File: config.mk
export PLATFORM = sky130hd
export DESIGN_NAME = md_core_top
export DESIGN_NICKNAME = d
export VERILOG_FILES = /design/src/md_core_pkg.sv /design/src/core_settings.sv /design/src/cart_region_detect.sv /design/src/cart_quirk_lookup.sv /design/src/pad_mapper.sv /design/src/md_core_top.sv
export SDC_FILE = /design/constraint.sdc
export NUM_CORES = 1
export LEC_CHECK = 0
export BUFFER_PORTS_ARGS = -buffer_cell sky130_fd_sc_hd__buf_4
export CAP_MARGIN = 25
export CORE_MARGIN = 2
export CORE_UTILIZATION = 35
export DETAILED_ROUTE_END_ITERATION = 8
export GPL_TIMING_DRIVEN = 0
export HOLD_SLACK_MARGIN = 0.12
export PLACE_DENSITY_LB_ADDON = 0.12
export SETUP_SLACK_MARGIN = 0.2
export SYNTH_ARGS = -nofsm -noshare
export SYNTH_HDL_FRONTEND = slang
export SYNTH_SLANG_ARGS = --single-unit
File: constraint.sdc
create_clock -name clk_74a -period 2.61 [get_ports clk_74a]
set_input_delay 0.261 -clock clk_74a [delete_from_list [all_inputs] [get_ports clk_74a]]
set_output_delay 0.261 -clock clk_74a [all_outputs]
set_load 0.02 [all_outputs]
File: src/md_core_pkg.sv
/*
 * console core package
 * bridge setting map, cartridge header offsets, region, gun, quirk and pad types
 */
package md_core_pkg;

    typedef logic [31:0] bridge_addr_t;
    typedef logic [31:0] bridge_data_t;

    // bridge setting registers
    typedef enum bridge_addr_t {
        addr_multitap  = 32'h0000_0000,
        addr_aspect    = 32'h0000_0010,
        addr_composite = 32'h0000_0020,
        addr_obj_limit = 32'h0000_0030,
        addr_fm        = 32'h0000_0040,
        addr_psg       = 32'h0000_0050,
        addr_hifi_pcm  = 32'h0000_0060,
        addr_reset     = 32'h0000_0070,
        addr_m30_map   = 32'h0000_0080,
        addr_fm_chip   = 32'h00A0_0000,
        addr_turbo     = 32'h00C0_0000,
        addr_region    = 32'h00E0_0000,  // read only
        addr_filter    = 32'h00F0_0000
    } setting_addr_e;

    //////////////////////////////
    // cartridge header

    typedef logic [24:0] rom_addr_t;
    typedef logic [15:0] rom_word_t;  // high byte comes first in the image

    localparam rom_addr_t HDR_ID_FIRST = 25'h182;
    localparam rom_addr_t HDR_ID_LAST  = 25'h18A;
    localparam rom_addr_t HDR_ID_CHECK = 25'h18C;  // word after the id
    localparam rom_addr_t HDR_REGION_A = 25'h1F0;
    localparam rom_addr_t HDR_REGION_B = 25'h1F2;
    localparam rom_addr_t HDR_END      = 25'h200;

    typedef enum logic [1:0] {jp = 2'd0, us = 2'd1, eu = 2'd2} region_e;

    typedef enum logic {menacer = 1'b0, justifier = 1'b1} gun_type_e;
    typedef logic [7:0] gun_delay_t;
    localparam gun_delay_t GUN_DELAY_DEFAULT = 8'd44;

    typedef enum logic [3:0] {
        sram, sram00, eeprom, noram, fifo, pier, svp, fmbusy, schan
    } quirk_e;
    localparam int QUIRK_W = 9;
    typedef logic [QUIRK_W-1:0] quirk_flags_t;

    //////////////////////////////
    // controllers and reset

    typedef logic [15:0] key_map_t;
    typedef logic [11:0] pad_t;  // Z Y X mode start B C A up down left right
    localparam int NUM_PADS = 4;

    localparam int RESET_CNT_W   = 12;
    localparam int RESET_DELAY_W = RESET_CNT_W + 4;

endpackage

File: src/core_settings.sv
/*
 * core settings register file
 * decodes bridge writes into the core settings, runs the reset delay
 * and returns the detected region on bridge reads
 */
module core_settings (
    input  logic                      clk_74a,
    input  logic                      pll_core_locked,
    input  md_core_pkg::bridge_addr_t bridge_addr,
    input  logic                      bridge_wr,
    input  md_core_pkg::bridge_data_t bridge_wr_data,
    output md_core_pkg::bridge_data_t bridge_rd_data,
    input  logic                      osnotify_inmenu,
    input  md_core_pkg::region_e      region_req,
    output logic [1:0]                cpu_turbo,
    output logic                      multitap_en,
    output logic                      ar_correction_en,
    output logic                      composite_en,
    output logic                      obj_limit_high_en,
    output logic                      fm_en,
    output logic                      psg_en,
    output logic                      hifi_pcm_en,
    output logic [1:0]                audio_filter,
    output logic                      fm_chip,
    output logic                      m30_map,
    output logic                      reset_hold
);
    import md_core_pkg::*;

    logic [RESET_CNT_W-1:0]   reset_counter;  // free running, seeds the delay
    logic [RESET_DELAY_W-1:0] reset_delay;

    //////////////////////////////
    // setting registers

    always_ff @(posedge clk_74a or negedge pll_core_locked) begin
        if (!pll_core_locked) begin
            cpu_turbo         <= 2'd0;
            multitap_en       <= 1'b0;
            ar_correction_en  <= 1'b0;
            composite_en      <= 1'b0;
            obj_limit_high_en <= 1'b1;
            fm_en             <= 1'b1;
            psg_en            <= 1'b1;
            hifi_pcm_en       <= 1'b1;
            audio_filter      <= 2'd0;
            fm_chip           <= 1'b0;
            m30_map           <= 1'b0;
        end else if (bridge_wr) begin
            case (bridge_addr)
                addr_turbo:     cpu_turbo         <= bridge_wr_data[1:0];
                addr_multitap:  multitap_en       <= bridge_wr_data[0];
                addr_aspect:    ar_correction_en  <= bridge_wr_data[0];
                addr_composite: composite_en      <= bridge_wr_data[0];
                addr_obj_limit: obj_limit_high_en <= bridge_wr_data[0];
                addr_fm:        fm_en             <= bridge_wr_data[0];
                addr_psg:       psg_en            <= bridge_wr_data[0];
                addr_hifi_pcm:  hifi_pcm_en       <= bridge_wr_data[0];
                addr_filter:    audio_filter      <= bridge_wr_data[1:0];
                addr_fm_chip:   fm_chip           <= bridge_wr_data[0];
                addr_m30_map:   m30_map           <= bridge_wr_data[0];
                default: ;
            endcase
        end
    end

    //////////////////////////////
    // reset delay

    // pseudo random hold length, frozen while the menu is up
    always_ff @(posedge clk_74a or negedge pll_core_locked) begin
        if (!pll_core_locked) begin
            reset_counter <= '0;
            reset_delay   <= '0;
        end else begin
            reset_counter <= reset_counter + 1'b1;
            if (bridge_wr && bridge_addr == addr_reset && bridge_wr_data != '0)
                reset_delay <= {reset_counter, 4'hf};
            else if (!osnotify_inmenu && reset_delay != '0)
                reset_delay <= reset_delay - 1'b1;
        end
    end

    assign reset_hold = (reset_delay != '0);

    // only the region is readable, everything else reads zero
    assign bridge_rd_data = (bridge_addr == addr_region) ? bridge_data_t'(region_req) : '0;

endmodule

File: src/cart_region_detect.sv
/*
 * cartridge region detect
 * decodes the region characters of the ROM header while the image loads
 * and requests a region once the header is complete
 */
module cart_region_detect (
    input  logic                   clk_74a,
    input  logic                   pll_core_locked,
    input  logic                   cart_loading,
    input  logic                   rom_wr,
    input  md_core_pkg::rom_addr_t rom_addr,
    input  md_core_pkg::rom_word_t rom_data,
    output md_core_pkg::region_e   region_req,
    output logic                   region_set
);
    import md_core_pkg::*;

    logic       hdr_wr;
    logic       loading_q;
    logic       hdr_ready;
    logic       hdr_ready_q;
    logic [2:0] hdr_flags;  // {e, u, j}
    logic [2:0] lo_letter;
    logic [2:0] hi_letter;
    logic [2:0] lo_code;
    logic [3:0] hex_adj;
    logic       lo_digit;
    logic       lo_hex;

    function automatic logic [2:0] letter_flags(input logic [7:0] c);
        case (c)
            "J":     return 3'b001;
            "U":     return 3'b010;
            "E":     return 3'b100;
            default: return 3'b000;
        endcase
    endfunction

    assign hdr_wr    = rom_wr & cart_loading;
    assign lo_letter = letter_flags(rom_data[7:0]);
    assign hi_letter = letter_flags(rom_data[15:8]);
    assign hex_adj   = rom_data[3:0] - 4'd7;  // 'A'..'F' back to 10..15
    assign lo_digit  = (rom_data[7:0] >= "0") && (rom_data[7:0] <= "9");
    assign lo_hex    = (rom_data[7:0] >= "A") && (rom_data[7:0] <= "F");

    // newer carts carry a hex code, bits map to e/u/j
    always_comb begin
        if (lo_digit)
            lo_code = {rom_data[3], rom_data[2], rom_data[0]};
        else
            lo_code = {hex_adj[3], hex_adj[2], hex_adj[0]};
    end

    //////////////////////////////
    // header flags

    always_ff @(posedge clk_74a or negedge pll_core_locked) begin
        if (!pll_core_locked) begin
            loading_q <= 1'b0;
            hdr_ready <= 1'b0;
            hdr_flags <= 3'b000;
        end else begin
            loading_q <= cart_loading;

            if (cart_loading && !loading_q) begin
                hdr_flags <= 3'b000;  // new image
            end else if (hdr_wr && rom_addr == HDR_REGION_A) begin
                if (lo_letter == 3'b000 && (lo_digit || lo_hex))
                    hdr_flags <= lo_code | hi_letter;
                else
                    hdr_flags <= hdr_flags | lo_letter | hi_letter;
            end else if (hdr_wr && rom_addr == HDR_REGION_B) begin
                hdr_flags <= hdr_flags | lo_letter;
            end

            if (!cart_loading && loading_q)
                hdr_ready <= 1'b0;
            else if (hdr_wr && rom_addr == HDR_END)
                hdr_ready <= 1'b1;
        end
    end

    //////////////////////////////
    // region request

    always_ff @(posedge clk_74a or negedge pll_core_locked) begin
        if (!pll_core_locked) begin
            hdr_ready_q <= 1'b0;
            region_set  <= 1'b0;
            region_req  <= jp;
        end else begin
            hdr_ready_q <= hdr_ready;
            if (hdr_ready && !hdr_ready_q) begin
                region_set <= 1'b1;
                if (hdr_flags[1])
                    region_req <= us;
                else if (hdr_flags[2])
                    region_req <= eu;
                else if (hdr_flags[0])
                    region_req <= jp;
                else
                    region_req <= us;  // no marking at all
            end else if (!hdr_ready && hdr_ready_q) begin
                region_set <= 1'b0;
            end
        end
    end

endmodule

File: src/cart_quirk_lookup.sv
/*
 * cartridge quirk lookup
 * captures the product id from the ROM header and matches it against
 * the compatibility table for quirk flags and light gun timing
 */
module cart_quirk_lookup (
    input  logic                      clk_74a,
    input  logic                      pll_core_locked,
    input  logic                      cart_loading,
    input  logic                      rom_wr,
    input  md_core_pkg::rom_addr_t    rom_addr,
    input  md_core_pkg::rom_word_t    rom_data,
    output md_core_pkg::quirk_flags_t quirks,
    output md_core_pkg::gun_type_e    gun_type,
    output md_core_pkg::gun_delay_t   gun_delay
);
    import md_core_pkg::*;

    logic         id_wr;
    logic [63:0]  cart_id;  // 8 ascii characters
    quirk_flags_t quirk_q;
    quirk_flags_t hit_quirks;
    gun_type_e    hit_gun;
    gun_delay_t   hit_delay;

    assign id_wr = rom_wr & cart_loading;

    // id words arrive byte swapped
    always_ff @(posedge clk_74a) begin
        if (id_wr) begin
            case (rom_addr)
                HDR_ID_FIRST:         cart_id[63:56] <= rom_data[15:8];
                HDR_ID_FIRST + 25'd2: cart_id[55:40] <= {rom_data[7:0], rom_data[15:8]};
                HDR_ID_FIRST + 25'd4: cart_id[39:24] <= {rom_data[7:0], rom_data[15:8]};
                HDR_ID_FIRST + 25'd6: cart_id[23:8]  <= {rom_data[7:0], rom_data[15:8]};
                HDR_ID_LAST:          cart_id[7:0]   <= rom_data[7:0];
                default: ;
            endcase
        end
    end

    //////////////////////////////
    // compatibility table

    always_comb begin
        hit_quirks = '0;
        case (cart_id)
            "T-081276", "T-81406 ", "T-081586", "T-81576 ", "T-81476 ":
                hit_quirks[sram] = 1'b1;
            "MK-1215 ", "G-4060  ", "00001211", "MK-1228 ", "G-5538  ",
            "00004076", "T-12046 ", "T-12053 ", "G-4524  ":
                hit_quirks[eeprom] = 1'b1;
            "T-113016":             hit_quirks[noram]  = 1'b1;  // fake ram check
            "T-89016 ":             hit_quirks[fifo]   = 1'b1;
            "T-574023", "T-574013": hit_quirks[pier]   = 1'b1;
            "MK-1229 ", "G-7001  ": hit_quirks[svp]    = 1'b1;  // virtua racing
            "T-35036 ", "T-25073 ", "MK-1137-":
                hit_quirks[fmbusy] = 1'b1;
            "T-68???-":             hit_quirks[schan]  = 1'b1;
            " GM 0000":             hit_quirks[sram00] = 1'b1;
            default: ;
        endcase
    end

    // light gun device and sensor offset
    always_comb begin
        hit_gun   = menacer;
        hit_delay = GUN_DELAY_DEFAULT;
        case (cart_id)
            "MK-1533 ": hit_delay = 8'd100;
            "T-95096-": begin
                hit_gun   = justifier;
                hit_delay = 8'd52;
            end
            "T-95136-": begin
                hit_gun   = justifier;  // lethal enforcers ii
                hit_delay = 8'd30;
            end
            "MK-1658 ": hit_delay = 8'd120;
            "T-081156": hit_delay = 8'd126;
            default: ;
        endcase
    end

    always_ff @(posedge clk_74a or negedge pll_core_locked) begin
        if (!pll_core_locked) begin
            quirk_q   <= '0;
            gun_type  <= menacer;
            gun_delay <= GUN_DELAY_DEFAULT;
        end else if (id_wr && rom_addr == HDR_ID_CHECK) begin
            quirk_q   <= hit_quirks;
            gun_type  <= hit_gun;
            gun_delay <= hit_delay;
        end
    end

    // system sees no quirks while an image streams in
    assign quirks = cart_loading ? '0 : quirk_q;

endmodule

File: src/pad_mapper.sv
/*
 * controller mapping
 * synchronizes the host key bitmaps and remaps them to console pad order
 */
module pad_mapper (
    input  logic                  clk_74a,
    input  logic                  pll_core_locked,
    input  md_core_pkg::key_map_t cont_key [md_core_pkg::NUM_PADS],
    input  logic                  m30_map,
    output md_core_pkg::pad_t     joy [md_core_pkg::NUM_PADS]
);
    import md_core_pkg::*;

    key_map_t key_meta [NUM_PADS];
    key_map_t key_sync [NUM_PADS];

    // host bits: 0-3 dpad, 4 a, 5 b, 6 x, 7 y, 8 l1, 9 r1, 10 l2, 11 r2, 14 select, 15 start
    function automatic pad_t map_keys(input key_map_t k, input logic m30);
        return {
            m30 ? k[10] : k[9],  // Z
            m30 ? k[7]  : k[6],  // Y
            m30 ? k[6]  : k[8],  // X
            k[14],               // mode
            k[15],
            m30 ? k[11] : k[4],  // B
            k[5],                // C, same in both layouts
            m30 ? k[4]  : k[7],  // A
            k[0], k[1], k[2], k[3]
        };
    endfunction

    // two stage sync, keys come from another clock
    always_ff @(posedge clk_74a or negedge pll_core_locked) begin
        if (!pll_core_locked) begin
            for (int i = 0; i < NUM_PADS; i++) begin
                key_meta[i] <= '0;
                key_sync[i] <= '0;
            end
        end else begin
            key_meta <= cont_key;
            key_sync <= key_meta;
        end
    end

    always_comb begin
        for (int i = 0; i < NUM_PADS; i++)
            joy[i] = map_keys(key_sync[i], m30_map);
    end

endmodule

File: src/md_core_top.sv
/*
 * console core top, bridge clock domain
 * settings, cartridge header inspection and controller mapping,
 * plus the system reset combination
 */
module md_core_top (
    input  logic                      clk_74a,
    input  logic                      pll_core_locked,
    input  md_core_pkg::bridge_addr_t bridge_addr,
    input  logic                      bridge_wr,
    input  md_core_pkg::bridge_data_t bridge_wr_data,
    output md_core_pkg::bridge_data_t bridge_rd_data,
    input  logic                      osnotify_inmenu,
    input  logic                      cart_loading,
    input  logic                      rom_wr,
    input  md_core_pkg::rom_addr_t    rom_addr,
    input  md_core_pkg::rom_word_t    rom_data,
    input  md_core_pkg::key_map_t     cont_key [md_core_pkg::NUM_PADS],
    output md_core_pkg::pad_t         joy [md_core_pkg::NUM_PADS],
    output logic [1:0]                cpu_turbo,
    output logic                      multitap_en,
    output logic                      ar_correction_en,
    output logic                      composite_en,
    output logic                      obj_limit_high_en,
    output logic                      fm_en,
    output logic                      psg_en,
    output logic                      hifi_pcm_en,
    output logic [1:0]                audio_filter,
    output logic                      fm_chip,
    output md_core_pkg::quirk_flags_t quirks,
    output md_core_pkg::gun_type_e    gun_type,
    output md_core_pkg::gun_delay_t   gun_delay,
    output md_core_pkg::region_e      region_req,
    output logic                      system_reset_n
);

    logic m30_map;
    logic reset_hold;
    logic region_set;

    //////////////////////////////
    // settings and bridge readback

    core_settings settings0 (
        .clk_74a, .pll_core_locked,
        .bridge_addr, .bridge_wr, .bridge_wr_data, .bridge_rd_data,
        .osnotify_inmenu, .region_req,
        .cpu_turbo, .multitap_en, .ar_correction_en, .composite_en,
        .obj_limit_high_en, .fm_en, .psg_en, .hifi_pcm_en,
        .audio_filter, .fm_chip, .m30_map, .reset_hold
    );

    //////////////////////////////
    // cartridge header

    cart_region_detect region0 (
        .clk_74a, .pll_core_locked,
        .cart_loading, .rom_wr, .rom_addr, .rom_data,
        .region_req, .region_set
    );

    cart_quirk_lookup quirk0 (
        .clk_74a, .pll_core_locked,
        .cart_loading, .rom_wr, .rom_addr, .rom_data,
        .quirks, .gun_type, .gun_delay
    );

    pad_mapper pads0 (
        .clk_74a, .pll_core_locked,
        .cont_key, .m30_map, .joy
    );

    // system held in reset for chip reset, delay request or region change
    assign system_reset_n = pll_core_locked & ~reset_hold & ~region_set;

endmodule

=== Yosys cells after proc, flatten, opt, wreduce, memory -nomap -nowiden ===
Index checks and enable logic that the tools add are counted.

* Register bits: 260
* Bits in latches: 0
* Bits in writable memories: 0
* Bits in read-only memories: 0
* Bits of input ports: 175
* Output and inout port bits: 113
* Word-level logic and storage cells: 206
* Memories kept: 0

* Add/sub/neg operators: 3
* Multiply operators: 0
* Divide/modulo/power cells: 0
* Magnitude comparators: 4
* Eq/ne operators: 57
* Shifts and indexed selects: 0
* Muxes and demuxes: 49
* Bitwise gates (word level): 8
* Reduce and logical (&&, ||, !) cells: 50

{| class="wikitable"
|+ Operator list
! kind !! number
|-
| 64-bit by 63-bit == test with 1-bit output, second input constant || 27
|-
| 25-bit by 9-bit == test with 1-bit output, second input constant || 8
|-
| 64-bit by 62-bit == test with 1-bit output, second input constant || 3
|-
| 32-bit by 24-bit == test with 1-bit output, second input constant || 4
|-
| 32-bit by 7-bit == test with 1-bit output, second input constant || 4
|-
| 32-bit by 6-bit == test with 1-bit output, second input constant || 2
|-
| 8-bit by 7-bit == test with 1-bit output, second input constant || 6
|-
| 1-bit two-way mux || 35
|-
| 7-bit one-hot mux with 5 select lines || 1
|-
| 32-bit by 5-bit == test with 1-bit output, second input constant || 1
|-
| 32-bit by 8-bit == test with 1-bit output, second input constant || 1
|-
| 32-bit logical NOT || 1
|-
| 16-bit two-way mux || 2
|-
| 2-bit AND reduction || 16
|-
| 32-bit nonzero test || 1
|-
| 25-bit by 10-bit == test with 1-bit output, second input constant || 1
|-
| 3-bit one-hot mux with 3 select lines || 2
|-
| 16-bit nonzero test || 1
|-
| 16-bit by 1-bit subtractor with 16-bit output, second input constant || 1
|-
| 3-bit two-way mux || 5
|-
| 1-bit logical AND || 14
|-
| 12-bit by 1-bit adder with 12-bit output, second input constant || 1
|-
| 9-bit two-way mux || 1
|-
| 3-bit OR || 3
|-
| 17 further kinds || 30
|}

=== Logic depth before layout (Yosys ltp) ===
* Word-level depth: 7
* Depth in mapped cells: 8
* Depth with buffers taken out: 8

=== Hierarchy ===
From an unflattened synthesis, not the netlist that was laid out.

* Cells, all modules: 833
* Area, all modules: 10500.1 µm²

{| class="wikitable"
|+ By module, submodules not included
! module !! times used !! cells each !! area each (µm²) !! sequential area each (µm²)
|-
| cart_quirk_lookup || 1 || 325 || 3856.2 || 2326.0
|-
| pad_mapper || 1 || 162 || 3335.7 || 2802.7
|-
| core_settings || 1 || 248 || 2508.7 || 1031.0
|-
| cart_region_detect || 1 || 97 || 787.0 || 225.2
|-
| md_core_top || 1 || 1 || 12.5 || 0.0
|}

=== Least setup slack after synthesis ===
OpenSTA, ideal clock, no wires.

* Path type: register to output
* From: register settings0.reset_delay[6]
* To: output port system_reset_n
* Arrival: 2.149 ns
* Required time: 2.349 ns
* Slack: 0.200 ns
* Stages on the path, launching flop included: 5
* Cell sequence: dfrtp_1 or4_1 or3_1 or2_2 nor3b_1

* Longest elaborated chain between the ends: 4

{| class="wikitable"
|+ RTL lines
! element !! line !! source
|-
| start, declared || core_settings.sv:31 || <nowiki>logic [RESET_DELAY_W-1:0] reset_delay;</nowiki>
|-
| start signal, assigned || core_settings.sv:78 || <nowiki>reset_delay <= {reset_counter, 4'hf};</nowiki>
|-
| start signal, assigned || core_settings.sv:80 || <nowiki>reset_delay <= reset_delay - 1'b1;</nowiki>
|-
| 16-bit nonzero test || core_settings.sv:84 || <nowiki>assign reset_hold = (reset_delay != '0);</nowiki>
|-
| 1-bit NOT || md_core_top.sv:74 || <nowiki>assign system_reset_n = pll_core_locked & ~reset_hold & ~region_set;</nowiki>
|-
| 1-bit bitwise AND (2 in a row) || md_core_top.sv:74 ||
|-
| end, declared || md_core_top.sv:34 || <nowiki>output logic system_reset_n</nowiki>
|}

No other way between the ends.

=== Worst setup path in the final report ===
Ends and elaborated chain as after synthesis.

==> results_dict.tcl <==
set metrics [dict create \
    synth_seq_area_share_pct 63.4 \
    yosys_register_bits 242 \
    cp.arrival_ns 2.43 \
    gp_congestion 0.888 \
    yosysTopAreaCell "dfrtp_1" \
    hold_viol_final 0 \
    finClkSkew_ns 0.00866 \
    viasPerCell 4.76 \
    cts_sinks 242 \
    drt-initial-drc-count 362 \
    grt_pass1_vias 7763 \
    clkTransAtPathRegs_ns 0.06 \
    crit_slowest_cell "or4_4" \
    finalSetupTns_ns -0.0790 \
    clockPowerShare_pct 40.2 \
    tritoncts "built" \
    powerDensity_nw_per_um2 605 \
    critPathMaxFanout 4 \
    comb_power_share_pct 12.0 \
    dieWidth_microns 174 \
    dp_hpwl_microns 20300 \
    numCtsBuffers 26 \
    track_usage_pct 17.8 \
    fin_crit_ns 2.69 \
    dieArea_sq_um 30200 \
    synth_area_leaders "dfrtp_1 (42%), edfxtp_1 (19%), mux2_2 (5.3%), buf_4 (4.5%), nor4_1 (2.5%)" \
    grt-ovfl-total 0 \
    portBuffers 247 \
    hold_ws_ns 0.156 \
    holdCritPathClass "in -> reg" \
    cts.path.max_buffers 3 \
    startpoint_type "flop" \
    maxSlewViolCount 0 \
    synth_most_common_cell "dfrtp_1" \
    wl_per_cell_microns 16.9 \
    internal_power_mw 6.77 \
    path_cells "or4_4 -> or3_4 -> or2_4 -> nor3b_2 -> buf_4" \
    die_y_microns 174 \
    status "complete, but fails checks" \
    rsz0062_at_grt "yes" \
    num_vias 7609 \
    ys.flop_type "dfrtp_1" \
    synth_cell_type_count 63 \
    synth_cells 793 \
    finalWorstSetupSlack_ns -0.0790 \
    yosysWarnings 0 \
    synth.avg_cell_area_sq_um 12.7 \
    vdd_ir_drop_max_uv 447 \
    layout.area.seq_sq_um 6380 \
    grt_pass1_wl_microns 42300 \
    io_pins 288 \
    p_leak_nw 6.28 \
    power_frac_seq_pct 47.9 \
    nets 1373 \
    dr.pass1.iters 4 \
    setup_violations 1 \
    synth-edff-count 64 \
    fin_util_pct 51.1 \
    drt-total-wl_microns 27000 \
    synthToLayoutAreaGrowth_pct 44.9 \
    synth_async_sr_flop_share_pct 73.6 \
    violations "setup timing" \
    grt_max_degree 118 \
    initial_core_util_pct 35.3 \
    worst_pin_slew_ns 0.968 \
    antenna_found_initial 0 \
    worstSetupEndpointType "output pin" \
    netlist_area_sq_um 10100 \
    multiInputGateArea_sq_um 3500 \
    diodes 0 \
    fp-row-count 62 \
    yosysTopAreaCellShare_pct 42.5 \
    drive_gt1_share_pct 38.1 \
    post-place-ws_ns -0.353 \
    root_buffer "clkbuf_16" \
    slowest_delay_ns 0.55 \
    period_share_pct 103 \
    drv_cap 0 \
    core_area_sq_um 28500 \
    switching_power_mw 2.06 \
    fillers 2586 \
    maxSlewHeadroom_pct 35.4 \
    postRouteAntennaNets 0 \
    worst-setup-path-type "reg -> out" \
    yosys-top-cells-count "dfrtp_1 (171), edfxtp_1 (64), buf_4 (60)" \
    drc 0 \
    htreeDepth 1 \
    max_freq_ghz 0.372 \
    crit_required_ns 2.35 \
    p_sw_share_pct 23.3 \
    insertion_delay_ns 0.54 \
]
[critical path, delay by kind of cell (launching register included)]
kind          cells  cell delay [ns]
buf+inv           1             0.16
flops             1             0.38
simple gates      4             1.35
[cells in the final DEF, fill, tap and decap left out, types with 3 or more instances in the layout]
| cell | instances |
|---|---|
| a21o_1 | 6 |
| a21oi_1 | 5 |
| a31oi_1 | 5 |
| and4bb_2 | 3 |
| buf_4 | 313 |
| clkbuf_1 | 17 |
| clkbuf_16 | 26 |
| clkbuf_8 | 8 |
| conb_1 | 32 |
| dfrtp_1 | 171 |
| dfstp_2 | 7 |
| dlygate4sd3_1 | 84 |
| edfxtp_1 | 64 |
| ha_1 | 3 |
| inv_1 | 14 |
| mux2_2 | 47 |
| nand2_1 | 51 |
| nand2b_1 | 11 |
| nand3_1 | 26 |
| nand3b_1 | 8 |
| nand4_1 | 25 |
| nand4b_1 | 10 |
| nor2_1 | 50 |
| nor2b_1 | 16 |
| nor3_1 | 21 |
| nor3_2 | 4 |
| nor3b_1 | 5 |
| nor4_1 | 33 |
| nor4_2 | 6 |
| nor4_4 | 4 |
| nor4b_1 | 9 |
| nor4bb_1 | 3 |
| o211ai_1 | 5 |
| o21ai_0 | 12 |
| or3_1 | 5 |
| or3b_2 | 3 |
| or4_1 | 6 |
| or4_4 | 3 |
| xnor2_1 | 15 |
| xor2_1 | 14 |
[state kept, by name, indices dropped and copies added, names as in the netlist, 2 cells and up]
name,flops
pads0.joy,28
pads0.key_meta,56
pads0.key_sync,28
quirk0.cart_id,64
quirk0.gun_delay,6
quirk0.quirk_q,9
region0.hdr_flags,3
region0.region_req,2
settings0.audio_filter,2
settings0.cpu_turbo,2
settings0.reset_counter,12
settings0.reset_delay,16
[per-layer routing]
| metal | global-route usage, % | routed length (microns) | vias to the layer above |
|---|---|---|---|
| li1 | - | - | 3633 |
| met3 | 3.05 | 1540 | 41 |
| met4 | 5.29 | 643 | 0 |
| met2 | 30.9 | 13400 | 253 |
| met1 | 22.7 | 11400 | 3682 |
| met5 | 0 | 0 | - |
[kinds of logic (layout without fill, tap and decap cells)]
logic type      count (synthesis)  count (layout)  share of synthesized area, %
fa+ha+maj                       3               3                         0.373
buf+inv                        85             476                          5.41
flops                         242             242                          63.4
simple gates                  332             332                          19.4
xor+xnor                       29              29                          2.52
mux                            49              49                          5.45
compound gates                 52              52                          3.46
other cells                     1              32                        0.0372
[final timing paths]
path,start,to,slack (ns),cells after the start
min reg2reg,pads0.key_meta[30],pads0.joy[20],0.35,0
min,bridge_addr[23],settings0.fm_chip,0.16,4
min in group asynchronous,pll_core_locked,pads0.joy[14],0.33,3
max,settings0.reset_delay[6],system_reset_n,-0.08,5
max reg2reg,quirk0.cart_id[54],quirk0.gun_delay[2],0.21,6
max in group asynchronous,pll_core_locked,settings0.reset_delay[1],1.72,3
[timing repair]
item,CTS,global route
pin swaps,4,6
setup buffers,5,1
hold buffers,85,0
endpoints found under the hold margin,198,0
resized for setup,24,19
endpoints found under the setup margin,29,23
[area by class of cell]
| type | instances | area share, % |
|---|---|---|
| clock buffers | 42 | 5.42 |
| clock inverters | 6 | 0.411 |
| plain buffers | 71 | 3.39 |
| well taps | 384 | 3.29 |
| inverters | 14 | 0.360 |
| repair buffers | 343 | 19.4 |
| flip-flops and latches | 242 | 43.7 |
| multi-input cells | 497 | 24.0 |
[power by group through the flow]
stage / clock [mW] / combinational (mW) / sequential [mW]
3_3_place_gp: 0 / 0.875 / 4.29
5_1_grt: 3.82 / 1.16 / 4.25
6_report: 3.54 / 1.06 / 4.23
4_1_cts: 3.67 / 1.07 / 4.22
2_1_floorplan: 0 / 0.484 / 4.26
3_5_place_dp: 0 / 0.896 / 4.29
[through the flow]
step | total power [mW] | instances | instance area [sq um]
after detailed placement | 5.19 | 1460 | 12600
after floorplan | 4.75 | 824 | 10200
after CTS | 8.96 | 1598 | 14500
final | 8.83 | 1599 | 14600
after global routing | 9.24 | 1599 | 14600
after global placement | 5.16 | 1455 | 12500
Note: power is estimated with default switching activity, not from simulation.
